**src/design/uart_cfg_pkg.sv**
```systemverilog
/* Frame geometry constants, default bit period and the data byte type
   shared by the transmit and receive paths */
`default_nettype none

package uart_cfg_pkg;

    // 8N1 framing: start, data bits, one stop bit
    localparam int unsigned data_bits = 8;
    localparam int unsigned frame_bits = data_bits + 2;

    // Bit period in clk cycles, overridden from the top level
    localparam int unsigned default_clks_per_bit = 16;

    // Depth of the rx metastability chain
    localparam int unsigned sync_stages = 2;

    typedef logic [data_bits-1:0] uart_byte_t;

endpackage : uart_cfg_pkg

`default_nettype wire
```
**src/design/uart_frame_pkg.sv**
```systemverilog
/* Stage-to-stage structs of the UART pipelines: tx load, rx edge
   information and the finished rx word */
`default_nettype none

package uart_frame_pkg;

    // Controller to serializer, start is a one-cycle strobe
    typedef struct packed {
        logic                   start;
        uart_cfg_pkg::uart_byte_t data;
    } tx_load_t;

    // Synchronized line level and its falling-edge strobe
    typedef struct packed {
        logic line;
        logic fall;
    } rx_edge_t;

    // One received frame, valid while done is high
    typedef struct packed {
        logic                   done;
        uart_cfg_pkg::uart_byte_t data;
        logic                   frame_err;
    } rx_word_t;

endpackage : uart_frame_pkg

`default_nettype wire

```
**src/design/uart_top.sv**
```systemverilog
/* UART top level: transmit and receive pipelines with the shared
   bit-period parameter */
`default_nettype none

module uart_top #(
    parameter int unsigned clks_per_bit = uart_cfg_pkg::default_clks_per_bit
) (
    input  wire                       clk,
    input  wire                       rst_n,
    input  wire uart_cfg_pkg::uart_byte_t tx_data,
    input  wire                       tx_valid,
    output logic                      tx_busy,
    output logic                      tx,
    input  wire                       rx,
    output uart_cfg_pkg::uart_byte_t  rx_data,
    output logic                      rx_ready,
    output logic                      rx_overrun,
    output logic                      rx_frame_err,
    input  wire                       rx_read
);
    import uart_frame_pkg::*;

    tx_load_t tx_load;
    logic     tx_done;
    rx_edge_t rx_edge;
    rx_word_t rx_word;

    // Transmit path
    uart_tx_ctrl u_tx_ctrl (
        .clk      (clk),
        .rst_n    (rst_n),
        .tx_data  (tx_data),
        .tx_valid (tx_valid),
        .tx_done  (tx_done),
        .load     (tx_load),
        .tx_busy  (tx_busy)
    );

    uart_tx_serializer #(
        .clks_per_bit (clks_per_bit)
    ) u_tx_serializer (
        .clk     (clk),
        .rst_n   (rst_n),
        .load    (tx_load),
        .tx      (tx),
        .tx_done (tx_done)
    );

    // Receive path
    uart_rx_sampler u_rx_sampler (
        .clk      (clk),
        .rst_n    (rst_n),
        .rx       (rx),
        .edge_out (rx_edge)
    );

    uart_rx_deserializer #(
        .clks_per_bit (clks_per_bit)
    ) u_rx_deserializer (
        .clk     (clk),
        .rst_n   (rst_n),
        .edge_in (rx_edge),
        .word    (rx_word)
    );

    uart_rx_holding u_rx_holding (
        .clk          (clk),
        .rst_n        (rst_n),
        .word         (rx_word),
        .rx_read      (rx_read),
        .rx_data      (rx_data),
        .rx_ready     (rx_ready),
        .rx_overrun   (rx_overrun),
        .rx_frame_err (rx_frame_err)
    );

endmodule : uart_top

`default_nettype wire

```
**src/design/uart_rx_holding.sv**
```systemverilog
/* Receive holding register with new-data, overrun and framing flags,
   cleared by a host read pulse */
`default_nettype none

module uart_rx_holding (
    input  wire                       clk,
    input  wire                       rst_n,
    input  wire uart_frame_pkg::rx_word_t word,
    input  wire                       rx_read,
    output uart_cfg_pkg::uart_byte_t  rx_data,
    output logic                      rx_ready,
    output logic                      rx_overrun,
    output logic                      rx_frame_err
);

    always_ff @(posedge clk or negedge rst_n) begin
        if (!rst_n) begin
            rx_ready     <= 1'b0;
            rx_overrun   <= 1'b0;
            rx_frame_err <= 1'b0;
        end else if (word.done) begin
            // New byte wins over a read in the same cycle
            rx_ready     <= 1'b1;
            rx_overrun   <= rx_ready && !rx_read;
            rx_frame_err <= word.frame_err;
        end else if (rx_read) begin
            rx_ready     <= 1'b0;
            rx_overrun   <= 1'b0;
            rx_frame_err <= 1'b0;
        end
    end

    // Unread data is overwritten
    always_ff @(posedge clk) begin
        if (word.done) begin
            rx_data <= word.data;
        end
    end

    a_overrun_needs_ready: assert property (
        @(posedge clk) disable iff (!rst_n)
        rx_overrun |-> rx_ready
    );

endmodule : uart_rx_holding

`default_nettype wire

```
**src/design/uart_rx_deserializer.sv**
```systemverilog
/* Receive deserializer: start check at mid-bit, data sampling LSB first
   and stop-bit check, with glitch rejection */
`default_nettype none

module uart_rx_deserializer #(
    parameter int unsigned clks_per_bit = uart_cfg_pkg::default_clks_per_bit
) (
    input  wire                      clk,
    input  wire                      rst_n,
    input  wire uart_frame_pkg::rx_edge_t edge_in,
    output uart_frame_pkg::rx_word_t word
);
    import uart_cfg_pkg::*;

    typedef enum logic [1:0] {
        st_idle,
        st_start,
        st_data,
        st_stop
    } state_t;

    localparam int unsigned cnt_w = $clog2(clks_per_bit);
    localparam logic [cnt_w-1:0] cnt_last = cnt_w'(clks_per_bit - 1);
    localparam logic [cnt_w-1:0] half_last = cnt_w'(clks_per_bit / 2 - 1);
    localparam int unsigned bit_w = $clog2(data_bits);
    localparam logic [bit_w-1:0] bit_last = bit_w'(data_bits - 1);

    state_t           state;
    logic [cnt_w-1:0] cnt;
    logic [bit_w-1:0] bit_cnt;
    uart_byte_t       shift;
    logic             tick;
    logic             stop_sample;

    assign tick = (cnt == cnt_last);
    assign stop_sample = (state == st_stop) && tick;

    always_ff @(posedge clk or negedge rst_n) begin
        if (!rst_n) begin
            state   <= st_idle;
            cnt     <= '0;
            bit_cnt <= '0;
        end else begin
            case (state)
                st_idle: begin
                    if (edge_in.fall) begin
                        state <= st_start;
                        cnt   <= '0;
                    end
                end
                st_start: begin
                    // Half a bit later the start bit must still be low
                    if (cnt == half_last) begin
                        cnt     <= '0;
                        bit_cnt <= '0;
                        state   <= edge_in.line ? st_idle : st_data;
                    end else begin
                        cnt <= cnt + 1'b1;
                    end
                end
                st_data: begin
                    if (tick) begin
                        cnt     <= '0;
                        bit_cnt <= bit_cnt + 1'b1;
                        if (bit_cnt == bit_last) begin
                            state <= st_stop;
                        end
                    end else begin
                        cnt <= cnt + 1'b1;
                    end
                end
                default: begin
                    if (tick) begin
                        cnt   <= '0;
                        state <= st_idle;
                    end else begin
                        cnt <= cnt + 1'b1;
                    end
                end
            endcase
        end
    end

    // LSB arrives first and ends up at bit 0
    always_ff @(posedge clk) begin
        if (state == st_data && tick) begin
            shift <= {edge_in.line, shift[data_bits-1:1]};
        end
    end

    assign word = '{
        done:      stop_sample,
        data:      shift,
        frame_err: stop_sample && !edge_in.line
    };

    a_done_single_cycle: assert property (
        @(posedge clk) disable iff (!rst_n)
        word.done |=> !word.done
    );

endmodule : uart_rx_deserializer

`default_nettype wire

```
**src/design/uart_rx_sampler.sv**
```systemverilog
/* Receive input stage: synchronizer chain and falling-edge detect */
`default_nettype none

module uart_rx_sampler (
    input  wire                      clk,
    input  wire                      rst_n,
    input  wire                      rx,
    output uart_frame_pkg::rx_edge_t edge_out
);
    import uart_cfg_pkg::*;

    logic [sync_stages-1:0] sync_q;
    logic                   line_prev;
    logic                   line;

    assign line = sync_q[sync_stages-1];

    // Reset to the idle level so no false start is seen
    always_ff @(posedge clk or negedge rst_n) begin
        if (!rst_n) begin
            sync_q    <= '1;
            line_prev <= 1'b1;
        end else begin
            sync_q    <= {sync_q[sync_stages-2:0], rx};
            line_prev <= line;
        end
    end

    assign edge_out = '{line: line, fall: line_prev && !line};

endmodule : uart_rx_sampler

`default_nettype wire

```
**src/design/uart_tx_serializer.sv**
```systemverilog
/* Transmit serializer: bit-period timer, bit index and shift register
   that put start, data LSB first and stop on the line */
`default_nettype none

module uart_tx_serializer #(
    parameter int unsigned clks_per_bit = uart_cfg_pkg::default_clks_per_bit
) (
    input  wire                      clk,
    input  wire                      rst_n,
    input  wire uart_frame_pkg::tx_load_t load,
    output logic                     tx,
    output logic                     tx_done
);
    import uart_cfg_pkg::*;

    localparam int unsigned cnt_w = $clog2(clks_per_bit);
    localparam logic [cnt_w-1:0] cnt_last = cnt_w'(clks_per_bit - 1);
    localparam int unsigned idx_w = $clog2(frame_bits);
    localparam logic [idx_w-1:0] idx_last = idx_w'(frame_bits - 1);

    logic                  active;
    logic [cnt_w-1:0]      cnt;
    logic [idx_w-1:0]      idx;
    logic [frame_bits-1:0] shift;
    logic                  bit_end;

    assign bit_end = active && (cnt == cnt_last);

    // Last cycle of the stop bit
    assign tx_done = bit_end && (idx == idx_last);

    // Line is driven straight from the register, idles high
    assign tx = shift[0];

    always_ff @(posedge clk or negedge rst_n) begin
        if (!rst_n) begin
            active <= 1'b0;
            cnt    <= '0;
            idx    <= '0;
            shift  <= '1;
        end else if (!active) begin
            if (load.start) begin
                active <= 1'b1;
                cnt    <= '0;
                idx    <= '0;
                shift  <= {1'b1, load.data, 1'b0};
            end
        end else if (bit_end) begin
            cnt   <= '0;
            // Ones shift in behind the frame, so the line returns to idle
            shift <= {1'b1, shift[frame_bits-1:1]};
            if (tx_done) begin
                active <= 1'b0;
                idx    <= '0;
            end else begin
                idx <= idx + 1'b1;
            end
        end else begin
            cnt <= cnt + 1'b1;
        end
    end

    a_idle_line_high: assert property (
        @(posedge clk) disable iff (!rst_n)
        !active |-> tx
    );

endmodule : uart_tx_serializer

`default_nettype wire

```
**src/design/uart_tx_ctrl.sv**
```systemverilog
/* Transmit controller: grants host requests while idle, latches the
   byte and keeps the busy flag until the serializer finishes */
`default_nettype none

module uart_tx_ctrl (
    input  wire                       clk,
    input  wire                       rst_n,
    input  wire uart_cfg_pkg::uart_byte_t tx_data,
    input  wire                       tx_valid,
    input  wire                       tx_done,
    output uart_frame_pkg::tx_load_t  load,
    output logic                      tx_busy
);
    import uart_cfg_pkg::*;

    uart_byte_t data_q;
    logic       start_q;
    logic       grant;

    // Requests seen while busy are simply ignored
    assign grant = tx_valid && !tx_busy;

    always_ff @(posedge clk or negedge rst_n) begin
        if (!rst_n) begin
            tx_busy <= 1'b0;
            start_q <= 1'b0;
        end else begin
            start_q <= grant;
            if (grant) begin
                tx_busy <= 1'b1;
            end else if (tx_done) begin
                tx_busy <= 1'b0;
            end
        end
    end

    always_ff @(posedge clk) begin
        if (grant) begin
            data_q <= tx_data;
        end
    end

    assign load = '{start: start_q, data: data_q};

    // A load is only issued on the idle-to-busy transition
    a_load_only_from_idle: assert property (
        @(posedge clk) disable iff (!rst_n)
        load.start |-> tx_busy && $past(!tx_busy)
    );

endmodule : uart_tx_ctrl

`default_nettype wire

```
**config.mk**
```make
export PLATFORM = sky130hd
export DESIGN_NAME = uart_top
export DESIGN_NICKNAME = d
export VERILOG_FILES = /design/src/design/uart_cfg_pkg.sv /design/src/design/uart_frame_pkg.sv /design/src/design/uart_top.sv /design/src/design/uart_rx_holding.sv /design/src/design/uart_rx_deserializer.sv /design/src/design/uart_rx_sampler.sv /design/src/design/uart_tx_serializer.sv /design/src/design/uart_tx_ctrl.sv
export SDC_FILE = /design/constraint.sdc
export NUM_CORES = 1
export LEC_CHECK = 0
export ABC_CLOCK_PERIOD_IN_PS = 4600
export BUFFER_PORTS_ARGS = -buffer_cell sky130_fd_sc_hd__buf_2
export CELL_PAD_IN_SITES_DETAIL_PLACEMENT = 1
export CELL_PAD_IN_SITES_GLOBAL_PLACEMENT = 1
export CORE_MARGIN = 1.5
export CORE_UTILIZATION = 45
export CTS_BUF_LIST = sky130_fd_sc_hd__clkbuf_2 sky130_fd_sc_hd__clkbuf_4 sky130_fd_sc_hd__clkbuf_8
export CTS_CLUSTER_DIAMETER = 40
export DETAILED_ROUTE_END_ITERATION = 10
export GPL_ROUTABILITY_DRIVEN = 0
export PLACE_DENSITY = 0.75
export SLEW_MARGIN = 20
export SYNTH_ARGS = -nofsm -noshare
export SYNTH_HDL_FRONTEND = slang
export SYNTH_SLANG_ARGS = --single-unit
export TNS_END_PERCENT = 10
```
**constraint.sdc**
```tcl
create_clock -name clk -period 4.6 [get_ports clk]
set_input_delay 0.23 -clock clk [delete_from_list [all_inputs] [get_ports clk]]
set_output_delay 0.23 -clock clk [all_outputs]
set_load 0.02 [all_outputs]
```
# Yosys cells after proc, flatten, opt, wreduce, memory -nomap -nowiden
# Index checks and enable logic that the tools add are counted.
# classes
n_mux,33
n_reduce_logical,20
addsub,4
n_eq_ne,13
# ops
op,n
two-way mux 4 bit,9
two-way mux 10 bit,3
"adder 4 x 1 -> 4 bit, second input constant",3
"== test 4 bit, second input constant",3
two-way mux 2 bit,6
two-way mux 1 bit,10
logical AND 1 bit,8
case mux 4 bit (2 select lines),1
nonzero test 2 bit,4
two-way mux 3 bit,2
"inequality test 2 x 1 -> 1 bit, second input constant",3
case mux 2 bit (3 select lines),1
case mux 3 bit (2 select lines),1
AND reduction 5 bit,1
"== test 2 bit, second input constant",2
"== test 4 x 3 -> 1 bit, second input constant",1
"inequality test 2 bit, second input constant",2
"adder 3 x 1 -> 3 bit, second input constant",1
"== test 3 bit, second input constant",1
logical NOT 1 bit,3
AND reduction 3 bit,1
nonzero test 3 bit,1
"== test 2 x 1 -> 1 bit, second input constant",1
logical NOT 2 bit,1
AND reduction 2 bit,1
# word_totals
reg_bits,60
in_bits,13
out_inout_bits,13
word_cells,87

# Logic depth before layout (Yosys ltp)
# Gate-level depths: netlist (run 1).
# depth
depth_word,6
depth_mapped,7
ltp_nobuf,6

# By module
# A second synthesis (run 1) with hierarchy kept.
# unflattened
cells_unflattened,188
area_unflattened_um2,2547.4
# by_module_without_submodules
mod,area_each_um2,cells_each,seq_area_each_um2,instances
uart_tx_serializer,953.4,78,461.7,1
uart_rx_deserializer,825.8,74,465.4,1
uart_rx_holding,355.3,17,315.3,1
uart_tx_ctrl,312.8,14,290.3,1
uart_rx_sampler,100.1,5,78.8,1

# Worst setup path before layout (run 1)
# No wires, ideal clock.
# synth_path
kind,register to register
start,register u_rx_deserializer.state[1]
end,register u_rx_deserializer.bit_cnt[0]
path_buffers,0
arrival_time_ns,1.383
required_time_ns,4.475
stages_incl_launch_ff,6
setup_ns,0.125
path_slack_ns,3.092
cell_sequence,dfrtp_1 > inv_1 > ha_1 > a21oi_1 > o21ai_2 > mux2_4
# synth_via
elab_chain_len,3
elab_cells_between_ends,7
classes_between,eq/ne: 4; mux: 1; reduce/logical: 2
# synth_lines
item,line,text
"start, declared",uart_rx_deserializer.sv:28,state_t state;
"start signal, assigned",uart_rx_deserializer.sv:40,state <= st_idle;
"start signal, assigned",uart_rx_deserializer.sv:47,state <= st_start;
"start signal, assigned",uart_rx_deserializer.sv:56,state <= edge_in.line ? st_idle : st_data;
== test 2 bit / == test 2 x 1 -> 1 bit (equally long branches),uart_rx_deserializer.sv:44,case (state)
inequality test 2 x 1 -> 1 bit (no line) / nonzero test 2 bit (equally long branches),n/a,
AND reduction 3 bit (no line),n/a,
"end signal, assigned",uart_rx_deserializer.sv:64,bit_cnt <= bit_cnt + 1'b1;
"end, declared",uart_rx_deserializer.sv:30,logic [bit_w-1:0] bit_cnt;
# Several ways; a longest one is shown, not always the timed one.
# A chain may end at the register's enable or synchronous reset.

# Worst setup path after layout (run 1)
# layout_path
start,register u_rx_deserializer.cnt[0]
end,register u_rx_deserializer.bit_cnt[0]
# layout_via
elab_chain_len,3
elab_cells_between_ends,5
classes_between,eq/ne: 4; reduce/logical: 1
# layout_lines
item,line,text
"start, declared",uart_rx_deserializer.sv:29,logic [cnt_w-1:0] cnt;
"start signal, assigned",uart_rx_deserializer.sv:58,cnt <= cnt + 1'b1;
"start signal, assigned",uart_rx_deserializer.sv:69,cnt <= cnt + 1'b1;
"start signal, assigned",uart_rx_deserializer.sv:77,cnt <= cnt + 1'b1;
== test 4 bit / == test 4 x 3 -> 1 bit (equally long branches),"uart_rx_deserializer.sv:35, uart_rx_deserializer.sv:53",
inequality test 2 x 1 -> 1 bit (no line),n/a,
AND reduction 3 bit (no line) *,n/a,
# Mark *: on every way between the ends. The rest lies on a longest branch, timed or not.

==> flow_metrics.tcl, run 1 <==
set metrics [dict create \
    cp_max_fo 5 \
    grt_first_pass_wirelength_um 8160 \
    crit_path_start "u_rx_deserializer.cnt[0]$_DFFE_PN0P_" \
    first_global_vias 1691 \
    io_buffers 25 \
    grt_usage_pct 18.1 \
    netSwitchingFraction_pct 30.1 \
    root_buffer "clkbuf_8" \
    status "completed" \
    synth_cell_type_count 44 \
    maxCapViolations 0 \
    crit_path_max_incr_delay_ns 0.42 \
    cts_buffers 9 \
    min_period_ns 1.68 \
    netlist.area_leader.share_pct 28.5 \
    overflow 0 \
    nFillCells 589 \
    syn_area_per_cell_sq_um 13.2 \
    rows 27 \
    clk_pin_slew_ns 0.07 \
    p_leak_nw 1.28 \
    die_h_um 77.9 \
    setup-violations-final 0 \
    yosysMostFrequentCell "edfxtp_1" \
    htreeDepth 3 \
    yosys-top-cells-count "edfxtp_1, dfrtp_1, nand2_1, o21ai_0, dfstp_2" \
    place_area_sq_um 2710 \
    ios 26 \
    cp.required_ns 4.82 \
    combPwrFrac_pct 23.6 \
    synthToLayoutAreaGrowth_pct 16.2 \
    drc 0 \
    start_util_pct 46.2 \
    cts_tree "built" \
    antennaDiodeCount 0 \
    clock_sinks 59 \
    clk_latency_ns 0.34 \
    num_vias 1542 \
    fp.dieArea_sq_um 6070 \
    startpoint_type "flop" \
    worstSetupEndpointType "flop" \
    layout-drive-gt1-share_pct 26.0 \
    min_period_over_period_pct 36.6 \
    whs_ns 0.0698 \
    p_seq_share_pct 45.9 \
    drt_iter0_markers 64 \
    maxSlewHeadroom_pct 40.5 \
    stdcell_count 303 \
    grt_start_max_net_pins 36 \
    r2r-start "u_rx_deserializer.cnt[0]$_DFFE_PN0P_" \
    power.net_switching_mw 0.491 \
    synth_fa_ha_area_share_pct 5.45 \
    synth_top_cells_by_area "edfxtp_1, dfrtp_1, dfstp_2, ha_1, mux2i_1" \
    die_x_um 77.9 \
    antenna_found_initial 0 \
    clock_skew_ns 0.00851 \
    p_int_mw 1.14 \
    place_inst 285 \
    yosys_warnings 0 \
    firstDrtPassIters 4 \
    synth_fp_nets 216 \
    dp_hpwl_um 3230 \
    clkPwrFrac_pct 30.5 \
    vdd_ir_drop_max_v 0.000252 \
    async_reset_ff_share_pct 59.3 \
    clock_path_buffers 2 \
    worstHoldStart "tx_data[5]" \
    fmax_ghz 0.595 \
    rsz0062_at_grt "false" \
    synth_seq_cells 59 \
    post_cts_buffers 0 \
    critPathKind "flop to flop" \
    synth_xor_xnor_area_share_pct 0.693 \
    synth_top_family_by_area "simple AND/OR/NAND/NOR gates" \
    fin_setup_tns_ns 0 \
    cp_top_family "flip-flops" \
    slowest_stage "dfrtp_1" \
    muxShareOfSynthArea_pct 4.95 \
    power_density_nw_per_um2 555 \
    via_per_inst 5.09 \
    synth_top_area_cell "edfxtp_1" \
    critical_path.cell_chain "ha_1 -> nand3_1 -> nor2_1 -> o21ai_2 -> mux2_4" \
    critical_path_buf_inv_count 0 \
    synth_area_sq_um 2530 \
    core_area_sq_um 5470 \
    worst_pin_slew_ns 0.891 \
    ys_seq_area_share_pct 63.8 \
    fin_area_sq_um 2940 \
    synth-compound-area-share_pct 10.6 \
    worstPathArrival_ns 1.90 \
    nNetsFinal 250 \
    slew_viol_final 0 \
    yosys_most_used_dff "edfxtp_1" \
    wl_per_cell_um 15.3 \
    cts_resized 0 \
    wirelength_um 4650 \
    synthCells 192 \
    detail-route-antenna-nets 0 \
    synth_edf_count 24 \
    hold_violations 0 \
    hold_path_class "primary input to flop" \
    yosys.area_share.simple_pct 11.8 \
]
==> final cells by class <==
cell class / count / area (sq um) / share of cell area, %
Sequential cell: 59 / 1610 / 54.9
Clock inverter: 7 / 82.6 / 2.81
Multi-Input combinational cell: 119 / 846 / 28.8
Inverter: 10 / 37.5 / 1.28
Clock buffer: 9 / 124 / 4.22
Timing Repair Buffer: 27 / 145 / 4.94
Tap cell: 72 / 90.1 / 3.07
==> registers in the layout, indices dropped and copies added (netlist names), 2 cells and up <==
signal,flops
u_rx_deserializer.bit_cnt,3
u_rx_deserializer.state,2
u_tx_serializer.idx,4
u_rx_deserializer.cnt,4
u_rx_sampler.sync_q,2
u_rx_deserializer.shift,8
u_rx_holding.rx_data,8
u_tx_ctrl.data_q,8
u_tx_serializer.shift,9
u_tx_serializer.cnt,4
==> worst reg2reg max path, cell delays in order, from the launching register on <==
cell and delay [ns]:
dfrtp_1 0.42, ha_1 0.28, nand3_1 0.20, nor2_1 0.08, o21ai_2 0.26, mux2_4 0.32
==> metal layers <==
metal	track usage (%)	up-vias	part of all wire [%]
met5	0	-	0
li1	-	756	-
met2	27.7	27	46
met3	5.29	9	2.7
met1	23.3	750	49
met4	9.11	0	2.0
==> per-stage QoR <==
stage / utilization (%) / setup slack, ns / power, mW
floorplan: - / 3.09 / 1.04
global placement: 49.5 / 2.94 / 1.12
detailed placement: 49.5 / 2.92 / 1.14
CTS: 53.7 / 2.91 / 1.65
global route: 53.7 / 2.76 / 1.74
finish: 53.7 / 2.92 / 1.63
==> kinds of logic after synthesis <==
group                      Yosys count
AOI/OAI and AO/OA                   39
muxes                               12
and+or+nand+nor                     55
DFF                                 59
xor gates and xnor gates             2
buffers and inverters               14
adders and majority gates           11
==> power groups by stage <==
stage	Sequential (mW)	Clock [mW]	Combinational (mW)
after floorplan	0.732	0	0.307
after global placement	0.752	0	0.369
after detailed placement	0.757	0	0.388
after CTS	0.748	0.511	0.392
after global routing	0.765	0.533	0.440
final	0.747	0.497	0.385
==> final timing paths <==
kind | end | slack, ns | cells past startpoint
max | u_rx_deserializer.bit_cnt[0]$_DFFE_PN0P_ | 2.92 | 5
min | u_tx_ctrl.data_q[5]$_DFFE_PP_ | 0.07 | 1
max reg2reg | u_rx_deserializer.bit_cnt[0]$_DFFE_PN0P_ | 2.92 | 5
min reg2reg | u_rx_sampler.sync_q[1]$_DFF_PN1_ | 0.36 | 0
max in group asynchronous | u_rx_deserializer.bit_cnt[0]$_DFFE_PN0P_ | 3.56 | 2
min in group asynchronous | u_rx_deserializer.state[1]$_DFFE_PN0P_ | 0.52 | 2
==> what timing repair did <==
| action | CTS | global route |
|---|---|---|
| hold endpoints to repair | 2 | 0 |
| setup endpoints to repair | 0 | 0 |
| hold buffers | 2 | 0 |
==> cell usage in the layout (no fill, tap or decap), types with 3 or more instances in the layout <==
cell type  Yosys  routed
nand3b_1       3       3
nor2b_1        4       4
inv_1         10      10
a21oi_1        5       5
a21o_1         3       3
ha_1          11      11
edfxtp_1      24      24
clkinv_2       0       3
nand2_1       20      20
o21ai_0       16      16
dfrtp_1       23      23
nand3_1        3       3
mux2i_1       11      11
a22o_1         3       3
clkbuf_8       0       9
dfstp_2       12      12
buf_2          1      25
nor2_1        11      11
Note: power is estimated with default switching activity, not from simulation.
==> run 2: changes to the inputs <==
--- a/config.mk
+++ b/config.mk
@@ -5,7 +5,8 @@
 export SDC_FILE = /design/constraint.sdc
 export NUM_CORES = 1
 export LEC_CHECK = 0
-export ABC_CLOCK_PERIOD_IN_PS = 4600
+export ABC_AREA = 1
+export ABC_CLOCK_PERIOD_IN_PS = 1600
 export BUFFER_PORTS_ARGS = -buffer_cell sky130_fd_sc_hd__buf_2
 export CELL_PAD_IN_SITES_DETAIL_PLACEMENT = 1
 export CELL_PAD_IN_SITES_GLOBAL_PLACEMENT = 1
@@ -15,7 +16,7 @@
 export CTS_CLUSTER_DIAMETER = 40
 export DETAILED_ROUTE_END_ITERATION = 10
 export GPL_ROUTABILITY_DRIVEN = 0
-export PLACE_DENSITY = 0.75
+export PLACE_DENSITY = 0.77
 export SLEW_MARGIN = 20
 export SYNTH_ARGS = -nofsm -noshare
 export SYNTH_HDL_FRONTEND = slang
==> constraint.sdc (replaced) <==
create_clock -name clk -period 1.6 [get_ports clk]
set_input_delay 0.08 -clock clk [delete_from_list [all_inputs] [get_ports clk]]
set_output_delay 0.08 -clock clk [all_outputs]
set_load 0.02 [all_outputs]
==> run 2 against run 1 <==
Effect of this change:
- synthesized area up 2.6%
- clock-buffer cell count unchanged
- highest routed layer unchanged
- global-route usage up 1.9 points
- sequential power up 130%
==> flow_metrics.tcl, run 2 <==
set metrics [dict create \
    status "completed" \
    p_leak_nw 1.46 \
    layout-drive-gt1-share_pct 27.3 \
    yosysMostFrequentCell "nand2_1" \
    synth_cell_type_count 28 \
    synth_edf_count 24 \
    layout.area.seq_sq_um 1610 \
    drt_iter0_markers 71 \
    io_buffers 25 \
    ys_seq_area_share_pct 62.2 \
    slew_viol_final 0 \
    cts_buffers 9 \
    first_global_vias 1973 \
    setup-violations-final 0 \
    synth_top_area_cell "edfxtp_1" \
    die_x_um 78.9 \
    grt_usage_pct 20.0 \
    rr_worst_depth 5 \
    worst_pin_slew_ns 0.466 \
    synth-compound-area-share_pct 7.87 \
    startpoint_type "flop" \
    clock_sinks 59 \
    via_per_inst 4.93 \
    detail-route-antenna-nets 0 \
    critPathKind "flop to flop" \
    synth_top_family_by_area "simple AND/OR/NAND/NOR gates" \
    wirelength_um 5290 \
    antennaDiodeCount 0 \
    grt_start_max_net_pins 36 \
    worst_slack_ns 0.147 \
    fp.dieArea_sq_um 6220 \
    grt_first_pass_wirelength_um 9220 \
    power_density_nw_per_um2 1160 \
    synth_fa_ha_area_share_pct 5.31 \
    hold_violations 0 \
    firstDrtPassIters 4 \
    cp.required_ns 1.61 \
    yosys_warnings 0 \
    antenna_found_initial 0 \
    vdd_ir_drop_max_v 0.000535 \
    reg2reg_slack_ns 0.15 \
    r2r-start "u_rx_deserializer.cnt[1]$_DFFE_PN0P_" \
    htreeDepth 3 \
    clk_pin_slew_ns 0.06 \
    synth_seq_cells 59 \
    wl_per_cell_um 14.7 \
    clock_path_buffers 2 \
    yosys_most_used_dff "edfxtp_1" \
    nFillCells 642 \
    synth_area_sq_um 2590 \
    overflow 0 \
    rows 27 \
    synthToLayoutAreaGrowth_pct 20.2 \
    maxCapViolations 0 \
    post_cts_buffers 0 \
    min_period_ns 1.45 \
    core_area_sq_um 5540 \
    min_period_over_period_pct 90.8 \
    nNetsFinal 308 \
    ios 26 \
    clock_skew_ns 0.00350 \
    clk_latency_ns 0.34 \
    start_util_pct 46.8 \
    muxShareOfSynthArea_pct 0 \
    hold_path_class "primary input to async pin" \
    dp_hpwl_um 3580 \
    synth_xor_xnor_area_share_pct 1.01 \
    cp_max_fo 8 \
    dpl_worst_slack_ns 0.130 \
    async_reset_ff_share_pct 59.3 \
    syn_area_per_cell_sq_um 11.1 \
    worstSetupEndpointType "flop" \
    worstPathArrival_ns 1.46 \
    netlist.area_leader.share_pct 27.8 \
    fmax_ghz 0.688 \
    reg2reg_to "u_rx_holding.rx_data[0]$_DFFE_PP_" \
    drc 0 \
    synth_fp_nets 258 \
    regMostFlops "u_tx_serializer.shift" \
    synth_top_cells_by_area "edfxtp_1, dfrtp_1, dfstp_2, nand2_1, ha_1" \
    p_total_mw 3.62 \
    multi_input_area_sq_um 838 \
    largest_reg_flops 9 \
    synthCells 234 \
    die_h_um 78.9 \
    final_common_cell "nand2_1" \
    yosys-top-cells-count "nand2_1, inv_1, edfxtp_1, dfrtp_1, nand3_1" \
    num_vias 1778 \
    yosys.area_share.simple_pct 18.0 \
    mostFrequentLayoutCells "nand2_1, inv_1, buf_2, edfxtp_1, dfrtp_1" \
    maxSlewHeadroom_pct 68.9 \
    root_buffer "clkbuf_8" \
    cts_tree "built" \
]
-- run 2: changes by cell type after synthesis, sizes merged, moves of 2 or more --
cell    previous run  this run
a21o               3         0
nand2             20        67
nor3b              2         0
nor2b              4         0
o21ai             19        21
mux2i             11         0
and2               2         0
and3               2         0
inv               10        28
xor2               1         3
nand3b             3         0
a22o               3         0
nand3              3        18
-- run 2: logic make-up (layout without fill, tap and decap cells) --
family	after synthesis	in the layout
AO/OA/AOI/OAI	32	32
XOR/XNOR	3	3
adder cells (fa/ha/maj)	11	11
buffers and inverters	31	86
flip-flops	59	59
AND/OR/NAND/NOR	98	98
-- run 2: critical path, cell delays in order, from the launching register on --
cell     delay (ns)
dfrtp_1        0.39
ha_1           0.24
nand2_1        0.08
inv_1          0.08
nand3_1        0.09
inv_1          0.26
-- run 2: power breakdown --
group	switching, mW	total, mW	internal, mW
clock	0.585	1.28	0.697
sequential	0.0614	1.71	1.64
combinational	0.414	0.632	0.218
total	1.06	3.62	2.56
-- run 2: worst max-delay path by stage --
stage	startpoint	endpoint	slack, ns
2_1_floorplan	u_rx_deserializer.state[0]$_DFFE_PN0P_	u_rx_deserializer.shift[0]$_DFFE_PP_	0.14
3_3_place_gp	u_tx_serializer.active$_DFF_PN0_	u_tx_serializer.shift[1]$_DFFE_PN1P_	0.17
3_5_place_dp	u_rx_deserializer.cnt[1]$_DFFE_PN0P_	u_rx_holding.rx_data[4]$_DFFE_PP_	0.13
4_1_cts	u_rx_deserializer.state[1]$_DFFE_PN0P_	u_rx_deserializer.state[0]$_DFFE_PN0P_	0.13
5_1_grt	u_rx_deserializer.cnt[1]$_DFFE_PN0P_	u_rx_deserializer.bit_cnt[1]$_DFFE_PN0P_	-0.002
6_report	u_rx_deserializer.cnt[1]$_DFFE_PN0P_	u_rx_holding.rx_data[0]$_DFFE_PP_	0.15
-- run 2: metal layers --
layer,GRT usage [%],routed length (um)
met5,0,0
met2,32.8,2620
met4,8.77,82
met1,24.2,2390
met3,6.21,199
-- run 2: cell type report --
cell class | count | area share (%)
repair buffers | 42 | 9.08
well taps | 72 | 2.89
clock inverters | 7 | 1.89
multi-input cells | 144 | 26.9
inverters | 28 | 3.53
clock buffers | 9 | 3.98
flip-flops and latches | 59 | 51.7
-- run 2: repair_timing --
| action | 4_1_cts | 5_1_grt |
|---|---|---|
| resized for setup | 0 | 2 |
| endpoints found under the hold margin | 35 | 0 |
| endpoints found under the setup margin | 0 | 4 |
| hold buffers | 12 | 0 |
-- run 2: metrics by stage --
step                      util [%]  hold WS, ns   TNS, ns  std cells  area (sq um)
after floorplan                  -       -0.216         0        234          2590
after global placement        50.7        0.144         0        333          2810
after detailed placement      50.7        0.153         0        333          2810
after CTS                     56.1        0.337         0        361          3110
after global routing          56.2        0.367  -0.00206        361          3120
final                         56.2        0.314         0        361          3120
==> run 3: changes to the inputs <==
--- a/config.mk
+++ b/config.mk
@@ -16,9 +16,10 @@
 export CTS_CLUSTER_DIAMETER = 40
 export DETAILED_ROUTE_END_ITERATION = 10
 export GPL_ROUTABILITY_DRIVEN = 0
-export PLACE_DENSITY = 0.77
+export PLACE_DENSITY = 0.78
 export SLEW_MARGIN = 20
 export SYNTH_ARGS = -nofsm -noshare
 export SYNTH_HDL_FRONTEND = slang
+export SYNTH_HIERARCHICAL = 1
 export SYNTH_SLANG_ARGS = --single-unit
 export TNS_END_PERCENT = 10
==> run 3 against run 2 <==
Effect of this change:
- cell count is 3.0% higher
- synthesized cell count is 5.6% higher
- clock-buffer cell count stayed put
- register-to-register slack worse by 0.04 ns
- sequential cell count stayed put
- routed wire length is 4.2% lower
- fmax is 2.6% lower
- largest power group unchanged
- synthesized area is 2.9% lower
==> flow_metrics.tcl, run 3 <==
set metrics [dict create \
    async_reset_ff_share_pct 59.3 \
    die_h_um 77.8 \
    fmax_ghz 0.670 \
    critPathKind "flop to flop" \
    drc 0 \
    mostFrequentLayoutCells "nand2_1, buf_2, edfxtp_1, dfrtp_1, inv_1" \
    slew_viol_final 0 \
    antennaDiodeCount 0 \
    p_leak_nw 1.45 \
    slowest_stage "dfrtp_1" \
    postLayoutCoreUtil_pct 55.2 \
    layout-drive-gt1-share_pct 24.3 \
    largest_reg_flops 9 \
    die_x_um 77.8 \
    synthCells 247 \
    yosys-top-cells-count "nand2_1, edfxtp_1, dfrtp_1, inv_1" \
    synth_top_cells_by_area "edfxtp_1, dfrtp_1, nand2_1, dfstp_2, inv_1" \
    fin_setup_tns_ns 0 \
    cp_top_family "flip-flops" \
    start_util_pct 46.2 \
    rows 27 \
    synth_edf_count 24 \
    stdcell_count 372 \
    place_inst 345 \
    p_total_mw 3.19 \
    vdd_ir_drop_max_v 0.000557 \
    num_vias 1788 \
    status "completed" \
    post_cts_buffers 0 \
    first_global_vias 1902 \
    root_buffer "clkbuf_8" \
    yosysMostFrequentCell "nand2_1" \
    critical_path_buf_inv_count 1 \
    yosys_warnings 6 \
    clock_path_buffers 2 \
    wl_per_cell_um 13.6 \
    maxSlewHeadroom_pct 69.7 \
    cp_max_fo 12 \
    min_period_over_period_pct 93.2 \
    drt_iter0_markers 68 \
    final_common_cell "nand2_1" \
    cts_buffers 9 \
    firstDrtPassIters 4 \
    power_density_nw_per_um2 1060 \
    synthToLayoutAreaGrowth_pct 19.4 \
    worstPathArrival_ns 1.52 \
    startpoint_type "flop" \
    via_per_inst 4.81 \
    core_area_sq_um 5440 \
    grt_usage_pct 19.2 \
    synth_area_sq_um 2510 \
    yosys_most_used_dff "edfxtp_1" \
    grt_first_pass_wirelength_um 8710 \
    antenna_found_initial 0 \
    wirelength_um 5070 \
    clk_pin_slew_ns 0.06 \
    regMostFlops "u_tx_serializer/shift" \
    worst_pin_slew_ns 0.454 \
    min_period_ns 1.49 \
    critical_path.cell_chain "ha_1 -> nand3_2 -> nor3_1 -> buf_4" \
    synth_cell_type_count 26 \
    netlist.area_leader.share_pct 28.7 \
    synth_fp_nets 266 \
    clock_skew_ns 0.00812 \
    worstSetupEndpointType "flop" \
    cts_tree "built" \
    htreeDepth 3 \
    nNetsFinal 314 \
    grt_start_max_net_pins 36 \
    ios 26 \
    cp.required_ns 1.63 \
    dp_hpwl_um 3360 \
    synth_seq_cells 59 \
    ys_seq_area_share_pct 64.1 \
    hold_violations 0 \
    detail-route-antenna-nets 0 \
    overflow 0 \
    maxCapViolations 0 \
    fp.dieArea_sq_um 6050 \
    hold_path_class "primary input to flop" \
    clock_sinks 59 \
    io_buffers 25 \
    rsz0062_at_grt "false" \
    synth_top_area_cell "edfxtp_1" \
    clk_latency_ns 0.33 \
    syn_area_per_cell_sq_um 10.2 \
    setup-violations-final 0 \
    crit_path_max_incr_delay_ns 0.39 \
]
## run 3: what timing repair did
action	in CTS	in global routing
hold buffers	11	0
endpoints found under the setup margin	0	0
endpoints found under the hold margin	33	0
resized for setup	0	0
## run 3: cells by family after synthesis
family	Yosys count	share of synthesized area (%)
xor gates and xnor gates	3	1.04
muxes	1	0.398
and+or+nand+nor	143	24.9
adders and majority gates	6	2.98
buffers and inverters	28	5.07
DFF	59	64.1
AOI/OAI and AO/OA	7	1.54
## run 3: cell type report
cell class / instances / area, sq um
Tap cell: 72 / 90.1
Fill cell: 618 / 2440
Multi-Input combinational cell: 160 / 776
Inverter: 23 / 86.3
Clock inverter: 7 / 35.0
Sequential cell: 59 / 1610
Timing Repair Buffer: 42 / 280
Clock buffer: 9 / 124
## run 3: where the power goes
group	internal, mW	switching (mW)
Combinational	0.142	0.234
Clock	0.536	0.561
Sequential	1.63	0.0808
Total	2.31	0.877
## run 3: metal layers
metal	share of wire (%)	GRT usage (%)
met4	1.4	8.18
met5	0	0
met2	50	32.5
met1	45	22.7
met3	3.6	5.53
## run 3: worst paths after layout
path	start	endpoint	slack [ns]	cells after the start
min in group asynchronous	rst_n	u_rx_deserializer/bit_cnt[0]$_DFFE_PN0P_	0.30	3
setup / recovery	u_rx_deserializer/cnt[1]$_DFFE_PN0P_	u_rx_holding/rx_data[5]$_DFFE_PP_	0.11	4
hold reg to reg	u_rx_sampler/sync_q[0]$_DFF_PN1_	u_rx_sampler/sync_q[1]$_DFF_PN1_	0.36	0
max in group asynchronous	rst_n	u_tx_serializer/shift[2]$_DFFE_PN1P_	0.93	3
setup reg to reg	u_rx_deserializer/cnt[1]$_DFFE_PN0P_	u_rx_holding/rx_data[5]$_DFFE_PP_	0.11	4
hold / removal	rx_read	u_rx_holding/rx_frame_err$_DFFE_PN0P_	0.04	4
## run 3: through the flow
stage	worst slack (ns)	cell area, sq um	hold slack, ns
global placement	0.201	2730	0.149
CTS	0.124	3000	0.0290
finish	0.108	3000	0.0353
global route	0.0303	3000	0.0476
detailed placement	0.152	2730	0.144
floorplan	0.201	2510	-0.216
## run 3: worst reg2reg max path, stage by stage (launching register included)
cell and delay (ns):
dfrtp_1 0.39, ha_1 0.27, nand3_2 0.14, nor3_1 0.17, buf_4 0.23
